**config.mk**
```make
export PLATFORM = sky130hd
export DESIGN_NAME = mips_cpu_harvard
export DESIGN_NICKNAME = d
export VERILOG_FILES = /design/src/hw/mips_pkg.sv /design/src/hw/control.sv /design/src/hw/register_file.sv /design/src/hw/alu.sv /design/src/hw/next_pc.sv /design/src/hw/mips_cpu_harvard.sv
export SDC_FILE = /design/constraint.sdc
export NUM_CORES = 2
export LEC_CHECK = 0
export ABC_CLOCK_PERIOD_IN_PS = 10910
export BUFFER_PORTS_ARGS = -buffer_cell sky130_fd_sc_hd__buf_2
export CAP_MARGIN = 40
export CORE_MARGIN = 10
export CORE_UTILIZATION = 45
export CTS_BUF_LIST = sky130_fd_sc_hd__clkbuf_8
export DETAILED_ROUTE_END_ITERATION = 10
export PLACE_DENSITY = 0.61
export RECOVER_POWER = 100
export SYNTH_ARGS = -nofsm -noshare
export SYNTH_HDL_FRONTEND = slang
export SYNTH_SLANG_ARGS = --single-unit
```
**constraint.sdc**
```tcl
create_clock -name clk -period 10.91 [get_ports clk]
set_input_delay 2.182 -clock clk [delete_from_list [all_inputs] [get_ports clk]]
set_output_delay 2.182 -clock clk [all_outputs]
set_load 0.1 [all_outputs]
```
**src/hw/mips_pkg.sv**
```systemverilog
package mips_pkg;

  typedef logic [31:0] word_t;
  typedef logic [4:0]  reg_addr_t;
  typedef logic [5:0]  opcode_t;
  typedef logic [5:0]  funct_t;

  typedef enum logic [3:0] {
    alu_add  = 4'd0,
    alu_sub  = 4'd1,
    alu_and  = 4'd2,
    alu_or   = 4'd3,
    alu_xor  = 4'd4,
    alu_slt  = 4'd5,
    alu_sltu = 4'd6,
    alu_sll  = 4'd7,
    alu_srl  = 4'd8,
    alu_lui  = 4'd9
  } alu_op_t;

  // decoded controls for one instruction
  typedef struct packed {
    alu_op_t alu_op;
    logic    alu_src_imm;
    logic    imm_zero_ext;
    logic    reg_dst_rd;
    logic    link;
    logic    reg_write;
    logic    mem_read;
    logic    mem_write;
    logic    mem_to_reg;
    logic    branch_eq;
    logic    branch_ne;
    logic    jump_imm;
    logic    jump_reg;
  } ctrl_t;

  typedef enum logic [0:0] {
    EXEC   = 1'b0,
    HALTED = 1'b1
  } cpu_state_t;

  localparam word_t reset_vector = 32'hBFC0_0000;

  // primary opcodes
  localparam opcode_t op_special = 6'h00;
  localparam opcode_t op_j       = 6'h02;
  localparam opcode_t op_jal     = 6'h03;
  localparam opcode_t op_beq     = 6'h04;
  localparam opcode_t op_bne     = 6'h05;
  localparam opcode_t op_addiu   = 6'h09;
  localparam opcode_t op_slti    = 6'h0a;
  localparam opcode_t op_andi    = 6'h0c;
  localparam opcode_t op_ori     = 6'h0d;
  localparam opcode_t op_xori    = 6'h0e;
  localparam opcode_t op_lui     = 6'h0f;
  localparam opcode_t op_lw      = 6'h23;
  localparam opcode_t op_sw      = 6'h2b;

  // function codes under op_special
  localparam funct_t fn_sll  = 6'h00;
  localparam funct_t fn_srl  = 6'h02;
  localparam funct_t fn_jr   = 6'h08;
  localparam funct_t fn_jalr = 6'h09;
  localparam funct_t fn_addu = 6'h21;
  localparam funct_t fn_subu = 6'h23;
  localparam funct_t fn_and  = 6'h24;
  localparam funct_t fn_or   = 6'h25;
  localparam funct_t fn_xor  = 6'h26;
  localparam funct_t fn_slt  = 6'h2a;
  localparam funct_t fn_sltu = 6'h2b;

  localparam reg_addr_t reg_v0 = 5'd2;
  localparam reg_addr_t reg_ra = 5'd31;

endpackage

```
**src/hw/control.sv**
```systemverilog
`timescale 1ns/1ps

module control (
  input  mips_pkg::opcode_t opcode,
  input  mips_pkg::funct_t  funct,
  output mips_pkg::ctrl_t   ctrl
);
  import mips_pkg::*;

  always_comb begin
    // anything not listed below falls through as a no-op
    ctrl = '0;
    ctrl.alu_op = alu_add;
    case (opcode)
      op_special: begin
        ctrl.reg_dst_rd = 1'b1;
        case (funct)
          fn_sll: begin
            ctrl.alu_op = alu_sll;
            ctrl.reg_write = 1'b1;
          end
          fn_srl: begin
            ctrl.alu_op = alu_srl;
            ctrl.reg_write = 1'b1;
          end
          fn_jr: ctrl.jump_reg = 1'b1;
          fn_jalr: begin
            ctrl.jump_reg = 1'b1;
            ctrl.link = 1'b1;
            ctrl.reg_write = 1'b1;
          end
          fn_addu: ctrl.reg_write = 1'b1;
          fn_subu: begin
            ctrl.alu_op = alu_sub;
            ctrl.reg_write = 1'b1;
          end
          fn_and: begin
            ctrl.alu_op = alu_and;
            ctrl.reg_write = 1'b1;
          end
          fn_or: begin
            ctrl.alu_op = alu_or;
            ctrl.reg_write = 1'b1;
          end
          fn_xor: begin
            ctrl.alu_op = alu_xor;
            ctrl.reg_write = 1'b1;
          end
          fn_slt: begin
            ctrl.alu_op = alu_slt;
            ctrl.reg_write = 1'b1;
          end
          fn_sltu: begin
            ctrl.alu_op = alu_sltu;
            ctrl.reg_write = 1'b1;
          end
          default: ctrl.reg_dst_rd = 1'b0;
        endcase
      end
      op_j: ctrl.jump_imm = 1'b1;
      op_jal: begin
        // return address goes to ra
        ctrl.jump_imm = 1'b1;
        ctrl.link = 1'b1;
        ctrl.reg_write = 1'b1;
      end
      // equality flag comes from comparing rs and rt in the alu
      op_beq: ctrl.branch_eq = 1'b1;
      op_bne: ctrl.branch_ne = 1'b1;
      op_addiu, op_slti, op_andi, op_ori, op_xori, op_lui: begin
        ctrl.alu_src_imm = 1'b1;
        ctrl.reg_write = 1'b1;
        case (opcode)
          op_slti: ctrl.alu_op = alu_slt;
          op_lui:  ctrl.alu_op = alu_lui;
          op_andi: ctrl.alu_op = alu_and;
          op_ori:  ctrl.alu_op = alu_or;
          op_xori: ctrl.alu_op = alu_xor;
          default: ctrl.alu_op = alu_add;
        endcase
        // logical forms take the immediate unsigned
        ctrl.imm_zero_ext = (opcode == op_andi) || (opcode == op_ori) || (opcode == op_xori);
      end
      op_lw: begin
        ctrl.alu_src_imm = 1'b1;
        ctrl.reg_write = 1'b1;
        ctrl.mem_read = 1'b1;
        ctrl.mem_to_reg = 1'b1;
      end
      op_sw: begin
        ctrl.alu_src_imm = 1'b1;
        ctrl.mem_write = 1'b1;
      end
      default: ctrl.alu_op = alu_add;
    endcase
  end

endmodule

```
**src/hw/register_file.sv**
```systemverilog
`timescale 1ns/1ps

module register_file (
  input  logic               clk,
  input  logic               reset,
  input  logic               clk_enable,
  input  mips_pkg::reg_addr_t rs,
  input  mips_pkg::reg_addr_t rt,
  input  mips_pkg::reg_addr_t rd,
  input  logic               write_enable,
  input  mips_pkg::word_t    write_data,
  output mips_pkg::word_t    rs_data,
  output mips_pkg::word_t    rt_data,
  output mips_pkg::word_t    register_v0
);
  import mips_pkg::*;

  word_t regs [32];

  always_ff @(posedge clk) begin
    if (reset) begin
      for (int i = 0; i < 32; i++) begin
        regs[i] <= '0;
      end
    end else if (clk_enable && write_enable && (rd != '0)) begin
      // r0 never written so it stays zero
      regs[rd] <= write_data;
    end
  end

  // combinational reads
  assign rs_data = regs[rs];
  assign rt_data = regs[rt];

  assign register_v0 = regs[reg_v0];

endmodule

```
**src/hw/alu.sv**
```systemverilog
`timescale 1ns/1ps

module alu (
  input  mips_pkg::alu_op_t op,
  input  mips_pkg::word_t   a,
  input  mips_pkg::word_t   b,
  input  logic [4:0]        shamt,
  output mips_pkg::word_t   result,
  output logic              equal
);
  import mips_pkg::*;

  always_comb begin
    case (op)
      alu_add:  result = a + b;
      alu_sub:  result = a - b;
      alu_and:  result = a & b;
      alu_or:   result = a | b;
      alu_xor:  result = a ^ b;
      alu_slt:  result = {31'b0, $signed(a) < $signed(b)};
      alu_sltu: result = {31'b0, a < b};
      // shifts act on b only
      alu_sll:  result = b << shamt;
      alu_srl:  result = b >> shamt;
      alu_lui:  result = {b[15:0], 16'h0000};
      default:  result = '0;
    endcase
  end

  // raw operand compare for beq/bne
  assign equal = (a == b);

endmodule

```
**src/hw/next_pc.sv**
```systemverilog
`timescale 1ns/1ps

module next_pc (
  input  logic            clk,
  input  logic            reset,
  input  logic            clk_enable,
  input  logic            advance,
  input  mips_pkg::ctrl_t ctrl,
  input  logic            equal,
  input  mips_pkg::word_t rs_data,
  input  mips_pkg::word_t imm_ext,
  input  logic [25:0]     jump_index,
  output mips_pkg::word_t pc,
  output mips_pkg::word_t pc_plus8
);
  import mips_pkg::*;

  word_t pc_plus4;
  word_t target;
  logic  taken;
  word_t pending_target;
  logic  pending_valid;

  assign pc_plus4 = pc + 32'd4;
  assign pc_plus8 = pc + 32'd8;

  assign taken = (ctrl.branch_eq && equal) || (ctrl.branch_ne && !equal) ||
                 ctrl.jump_imm || ctrl.jump_reg;

  always_comb begin
    if (ctrl.jump_reg) begin
      target = rs_data;
    end else if (ctrl.jump_imm) begin
      target = {pc_plus4[31:28], jump_index, 2'b00};
    end else begin
      target = pc_plus4 + {imm_ext[29:0], 2'b00};
    end
  end

  // target waits one instruction so the delay slot runs first
  always_ff @(posedge clk) begin
    if (reset) begin
      pc <= reset_vector;
      pending_valid <= 1'b0;
    end else if (clk_enable && advance) begin
      pc <= pending_valid ? pending_target : pc_plus4;
      pending_valid <= taken;
    end
  end

  always_ff @(posedge clk) begin
    if (clk_enable && advance) begin
      pending_target <= target;
    end
  end

endmodule

```
**src/hw/mips_cpu_harvard.sv**
```systemverilog
`timescale 1ns/1ps

module mips_cpu_harvard (
  input  logic            clk,
  input  logic            reset,
  input  logic            clk_enable,
  output logic            active,
  output mips_pkg::word_t register_v0,
  output mips_pkg::word_t instr_address,
  input  mips_pkg::word_t instr_readdata,
  output mips_pkg::word_t data_address,
  output logic            data_write,
  output logic            data_read,
  output mips_pkg::word_t data_writedata,
  input  mips_pkg::word_t data_readdata
);
  import mips_pkg::*;

  cpu_state_t state;
  ctrl_t      ctrl;
  word_t      pc;
  word_t      pc_plus8;
  word_t      rs_data;
  word_t      rt_data;
  word_t      imm_sext;
  word_t      imm_ext;
  word_t      alu_b;
  word_t      alu_result;
  word_t      write_data;
  reg_addr_t  write_reg;
  logic       equal;
  logic       issue;

  // instruction at address zero is never executed
  assign issue = (state == EXEC) && (pc != '0) && !reset;

  always_ff @(posedge clk) begin
    if (reset) begin
      state <= EXEC;
    end else if (clk_enable && (state == EXEC) && (pc == '0)) begin
      state <= HALTED;
    end
  end

  assign active = (state == EXEC);

  control u_control (
    .opcode (instr_readdata[31:26]),
    .funct  (instr_readdata[5:0]),
    .ctrl   (ctrl)
  );

  assign imm_sext = {{16{instr_readdata[15]}}, instr_readdata[15:0]};
  assign imm_ext  = ctrl.imm_zero_ext ? {16'h0000, instr_readdata[15:0]} : imm_sext;
  assign alu_b    = ctrl.alu_src_imm ? imm_ext : rt_data;

  // jal links to ra, jalr to rd
  always_comb begin
    if (ctrl.link && !ctrl.reg_dst_rd) begin
      write_reg = reg_ra;
    end else if (ctrl.reg_dst_rd) begin
      write_reg = instr_readdata[15:11];
    end else begin
      write_reg = instr_readdata[20:16];
    end
  end

  always_comb begin
    if (ctrl.link) begin
      write_data = pc_plus8;
    end else if (ctrl.mem_to_reg) begin
      write_data = data_readdata;
    end else begin
      write_data = alu_result;
    end
  end

  register_file u_register_file (
    .clk          (clk),
    .reset        (reset),
    .clk_enable   (clk_enable),
    .rs           (instr_readdata[25:21]),
    .rt           (instr_readdata[20:16]),
    .rd           (write_reg),
    .write_enable (ctrl.reg_write && issue),
    .write_data   (write_data),
    .rs_data      (rs_data),
    .rt_data      (rt_data),
    .register_v0  (register_v0)
  );

  alu u_alu (
    .op     (ctrl.alu_op),
    .a      (rs_data),
    .b      (alu_b),
    .shamt  (instr_readdata[10:6]),
    .result (alu_result),
    .equal  (equal)
  );

  next_pc u_next_pc (
    .clk        (clk),
    .reset      (reset),
    .clk_enable (clk_enable),
    .advance    (issue),
    .ctrl       (ctrl),
    .equal      (equal),
    .rs_data    (rs_data),
    .imm_ext    (imm_sext),
    .jump_index (instr_readdata[25:0]),
    .pc         (pc),
    .pc_plus8   (pc_plus8)
  );

  assign instr_address  = pc;
  assign data_address   = alu_result;
  assign data_writedata = rt_data;
  assign data_write     = ctrl.mem_write && issue;
  assign data_read      = ctrl.mem_read && issue;

endmodule

```
Word-level counts from Yosys, hierarchy flattened
Memories as Yosys holds them, arrays and structs flattened.
Index checks and enable logic that the tools add are counted.
{"block": "classes", "n_bitwise": 4, "add_sub_neg": 5, "muxes": 36, "shift": 2, "eq_ne": 32, "n_reduce_logical": 35, "n_lt_le_gt_ge": 2}
{"operator": "$pmux 32 s10", "n": 1}
{"operator": "$mux 32", "n": 8}
{"operator": "$add 32x32->32", "n": 2}
{"operator": "$lt 32x32->1", "n": 2}
{"operator": "$eq 6x6->1 const B", "n": 9}
{"operator": "$eq 6x4->1 const B", "n": 8}
{"operator": "$add 32x3->32 const B", "n": 1}
{"operator": "$add 32x4->32 const B", "n": 1}
{"operator": "$and 32x32->32", "n": 1}
{"operator": "$eq 32x32->1", "n": 1}
{"operator": "$logic_not 32->1", "n": 1}
{"operator": "$or 32x32->32", "n": 1}
{"operator": "$pmux 4 s8", "n": 1}
{"operator": "$reduce_bool 32->1", "n": 1}
{"operator": "$reduce_or 32->1", "n": 1}
{"operator": "$shl 32x5->32", "n": 1}
{"operator": "$shr 32x5->32", "n": 1}
{"operator": "$sub 32x32->32", "n": 1}
{"operator": "$xor 32x32->32", "n": 1}
{"operator": "$pmux 4 s5", "n": 1}
{"operator": "$mux 1", "n": 19}
{"operator": "$eq 6x2->1 const B", "n": 3}
{"operator": "$eq 4x3->1 const B", "n": 4}
{"operator": "$reduce_or 8->1", "n": 2}
{"operator": "other kinds (18)", "n": 44}
{"block": "totals", "wordCells": 121, "output_inout_bits": 131, "mem_bits_rw": 1024, "regBits": 66, "n_memories": 1, "in_bits": 67}
{"name": "u_register_file.regs", "words": 32, "word_bits": 32, "read_ports": 3, "rd_ports_with_merged_regs": 0, "write_ports": 32, "line": "register_file.sv:18", "source": "word_t regs [32];"}

Depth between registers and ports, before layout
{"block": "depth", "depth_word": 14, "depth_mapped": 26, "depth_no_buf": 22}

Modules after synthesis
A second synthesis with hierarchy kept.
{"block": "hier_totals", "cells_unflattened": 6872, "hier_area_um2": 72393.2}
{"module": "register_file", "cells_each": 4604, "instances": 1, "seq_area_each_um2": 30749.5, "area_each_um2": 56113.8}
{"module": "alu", "cells_each": 1262, "instances": 1, "seq_area_each_um2": 0.0, "area_each_um2": 8563.2}
{"module": "next_pc", "cells_each": 727, "instances": 1, "seq_area_each_um2": 1621.6, "area_each_um2": 5949.5}
{"module": "mips_cpu_harvard", "cells_each": 200, "instances": 1, "seq_area_each_um2": 20.0, "area_each_um2": 1278.7}
{"module": "control", "cells_each": 79, "instances": 1, "seq_area_each_um2": 0.0, "area_each_um2": 488.0}

Worst setup path before layout
OpenSTA, ideal clock, no wires.
{"block": "synth_timing", "path_type": "input to output", "from": "input instr_readdata[16]", "to": "output data_address[31]", "slack_ns": -2.293, "path_buffers": 4, "stages": 20, "arrival_time_ns": 11.021, "cell_sequence": "buf_6 buf_12 buf_12 buf_8 mux2i_1 a22oi_1 a21oi_1 nor4_1 a21oi_1 ha_1 nand2b_1 a21oi_1 or4b_2 a31oi_1 o21a_1 or4_4 a2111oi_4 o21ai_0 o211a_1 o21ai_1"}
{"block": "synth_via", "elab_chain_cells": 4}
{"element": "start, declared", "line": "mips_cpu_harvard.sv:10", "source": "input mips_pkg::word_t instr_readdata,"}
{"element": "$mem_v2 32x32 *"}
{"element": "via data_writedata[1]", "line": "mips_cpu_harvard.sv:14", "source": "output mips_pkg::word_t data_writedata,"}
{"element": "$mux 32 *", "line": "mips_cpu_harvard.sv:55", "source": "assign alu_b = ctrl.alu_src_imm ? imm_ext : rt_data;"}
{"element": "$sub 32x32->32 (tied with other cells)", "line": "alu.sv:16", "source": "alu_sub: result = a - b;"}
{"element": "$pmux 32 s10 *", "line": "alu.sv:14", "source": "case (op)"}
{"element": "end, declared", "line": "mips_cpu_harvard.sv:11", "source": "output mips_pkg::word_t data_address,"}
Mark *: on every way through the listed nets, which the timed path passes. The rest lies on a longest branch.

==> impl_metrics.csv <==
group,metric,value,unit
setup_path,cp-start-kind,"input port",
power_and_ir_drop,seq_power_share,37.8,%
routing,route.final.wire_length,324000,microns
routing,first_iter_violations,8772,
timing,fin_crit,10.84,ns
synth,syn-instance-count,6138,
setup_path,cell_type_with_the_highest_occurrence_count_on_the_critical_path,"clkbuf_1",
global_route,antenna_violations_before_repair,11,
die,die_w,412,microns
setup_path,worst-endpoint-required,11.27,ns
synth,yosysWarnings,0,
global_route,grt_remaining_overflow,0,
finish,drive_above_1_share,17.2,%
worst_hold_path,hold_class,"flop to flop",
synth,post-synth-top-area-cell,"edfxtp_1",
power_and_ir_drop,power.combinational.fraction,34.9,%
power_and_ir_drop,clockPowerShare,27.2,%
power_and_ir_drop,power_density,168,mW/mm^2
clocking,clockRootBuffer,"clkbuf_8",
die,ios,198,
timing,worstMarginPinSlew,4.16,ns
routing,postRouteAntennaNets,0,
synth,synth.avg_cell_area,11.3,sq um
setup_path,critical_path_slowest_stage_cell,"clkbuf_1",
die,dieHeight,412,microns
outcome,violations_in_the_final_reports,"max-capacitance violations, max-slew violations",
synth,post_synthesis_sequential_area_ratio,46.9,%
die,std_cell_rows,143,
global_route,gr-usage-all-layers,37.1,%
timing,grt_setup_unrepaired,"false",
routing,detailedRoute.firstPassIterationCount,6,
setup_path,rr_worst_depth,15,
finish,nets,6554,
global_route,first_pass_grt_wire_length,444000,microns
worst_hold_path,hold_path_depth,2,
clocking,tritoncts_clock_tree,"yes",
clocking,clkLatencyLatePin,0.98,ns
die,fp.dieArea,0.170,sq mm
synth,synth-async-reset-ratio,0,%
clocking,cts_post_setup_buffers_inserted,0,
placement,place.gp.congestion,1.11,
finish,syn2layout_area_growth,10.4,%
clocking,cts-hold-fix-buffers,0,
synth,post_synth_instance_area,0.0691,sq mm
worst_hold_path,min_delay_worst_endpoint,"u_next_pc.pc[0]",
setup_path,critical_path_class,"input port to flop",
finish,layout_common_cells,"1237 x nor2_1, 1056 x edfxtp_1, 572 x mux2i_1, 347 x mux4_2, 315 x a21oi_1",
timing,finalSetupViolCount,0,
clocking,cts_buffers,185,
synth,synth_area_leaders,"edfxtp_1 46%, mux4_2 11%, mux2i_1 8.3%",
finish,num-fill-cells,13800,
synth,ys_types,113,
synth,yosys.area.top_type_share,45.9,%
finish,layout_commonest_cell,"nor2_1",
die,initial_core_util,45.4,%
power_and_ir_drop,power.net_switching,5240,uW
worst_hold_path,min-delay-start,"u_next_pc.pending_target[0]",
placement,buffer_ports.inserted,197,
clocking,cts-root-to-sink-buffers,3,
global_route,grt_start_max_net_pins,102,
clocking,numClockSinks,1090,
clocking,clock_transition_at_path_regs,0.08,ns
routing,post_drt_wl_per_cell,38.0,microns
synth,synth_enable_flop_cells,1056,
timing,drv_slew,2623,
synth,ys.flop_type,"edfxtp_1",
timing,timing.clock.skew,0.133,ns
setup_path,rr_endpoint,"u_register_file.regs[31][7]",
setup_path,timing.critical_path.arrival,11.19,ns
global_route,first_global_vias,56500,
power_and_ir_drop,p_leak,0.0289,uW
timing,finalSetupTns,0,ns
clocking,cts_htree_levels,4,
outcome,outcome,"finished, violations left",
setup_path,path_max_fanout,33,
job,max_cap_violations,86,
setup_path,reg2reg_setup_slack,1.33,ns
power_and_ir_drop,cell_internal_pwr,7550,uW
routing,remaining_drc_errors,0,
power_and_ir_drop,sw_frac_of_total,41.0,%
timing,period_share,99.3,%
setup_path,largest_stage_delay_worst_path,2.10,ns
finish,fin_util,50.1,%
setup_path,rr_startpoint,"u_next_pc.pc[25]",
timing,worst_slew_margin_rel,-177,%
setup_path,cp_cell_sequence,"clkbuf_1 > nor4_1 > nand2_1 > nor3_1 > clkbuf_1 > a22o_1 > nor2_1 > nand2_1 > o21ai_0 > nor4bb_1 > clkbuf_1 > nand2_2 > clkbuf_1 > nand2_1 > clkbuf_2",
clocking,post_cts_resize_count,0,
timing,fmax,0.0923,GHz
placement,detailedPlacementHpwl,220000,microns
die,core_area,0.152,sq mm
setup_path,setup.worst_path.end_class,"flop",
routing,vias_per_cell,6.89,
routing,vias,58800,
synth,ys_seq_elements,1090,
timing,count_of_final_hold_check_violations,0,
power_and_ir_drop,ir_worst_vdd,110,uV
[final cells by class]
class | count | area, sq um | share of cell area (%)
Antenna cell | 5 | 12.5 | 0.0164
Clock buffer | 186 | 2560 | 3.36
Clock inverter | 149 | 835 | 1.09
Inverter | 119 | 447 | 0.586
Multi-Input combinational cell | 4389 | 33800 | 44.3
Sequential cell | 1090 | 32400 | 42.5
Tap cell | 2030 | 2540 | 3.33
Timing Repair Buffer | 569 | 3670 | 4.81
[how the worst max path moves through the flow]
stage,slack [ns],end,start,depth (start not counted)
3_5_place_dp,0.61,data_address[22],instr_readdata[17],20
2_1_floorplan,0.05,data_address[27],instr_readdata[16],17
5_1_grt,0.15,data_address[27],instr_readdata[17],20
3_3_place_gp,0.62,data_address[22],instr_readdata[17],19
4_1_cts,0.61,data_address[22],instr_readdata[17],20
6_report,0.07,u_register_file.regs[20][6],instr_readdata[28],15
[per-stage QoR]
stage          hold slack [ns]  setup WS (ns)  instance area, sq um  total power (uW)  cells
2_1_floorplan            0.456         0.0488                 69400              7690   6169
3_3_place_gp             0.466          0.622                 73300              9320   8156
3_5_place_dp             0.472          0.607                 73900              9380   8194
4_1_cts                  0.450          0.605                 77300             12800   8529
5_1_grt                  0.480          0.148                 76200             13100   8535
6_report                 0.468         0.0738                 76200             12800   8537
[power by group through the flow]
stage / clock [uW] / sequential, uW / combinational, uW
floorplan: 0 / 4920 / 2770
global placement: 0 / 4900 / 4420
detailed placement: 0 / 4910 / 4470
CTS: 3510 / 4820 / 4480
global route: 3700 / 4850 / 4570
finish: 3480 / 4840 / 4470
[state kept, by name, indices dropped and copies added (netlist names)]
signal	flops
u_register_file.regs	1024
u_next_pc.pc	32
state	1
u_next_pc.pending_target	32
u_next_pc.pending_valid	1
[synth_stat cells, drive strengths merged (34+ instances only)]
cell type,count
nor2,1247
edfxtp,1056
mux2i,573
mux4,347
a21oi,320
nand2,319
clkbuf,318
a22oi,307
buf,253
o21ai,135
ha,130
inv,112
nor3,78
nor4,67
nand3,60
xnor2,60
a211oi,50
a21o,44
mux2,37
dfxtp,34
[layer usage]
layer | up-vias | global-route usage [%] | share of wire, %
li1 | 23700 | - | -
met1 | 29400 | 46.3 | 35
met2 | 4718 | 55.4 | 43
met3 | 1046 | 11.2 | 13
met4 | 7 | 24.4 | 8.1
met5 | - | 0.932 | 0.091
[cell families after synthesis]
group	count (synthesis)	synth area share [%]
buf+inv	690	4.93
flops	1090	46.9
simple gates	1973	12.2
compound gates	1205	12.2
mux	957	20.2
fa+ha+maj	133	2.44
xor+xnor	89	1.13
other cells	1	0.00543
[worst max-delay path, delay by kind of cell]
kind / cells / cell delay (ns)
buf+inv: 5 / 5.04
simple gates: 8 / 3.02
compound gates: 2 / 0.90
Note: power is estimated with default switching activity, not from simulation.
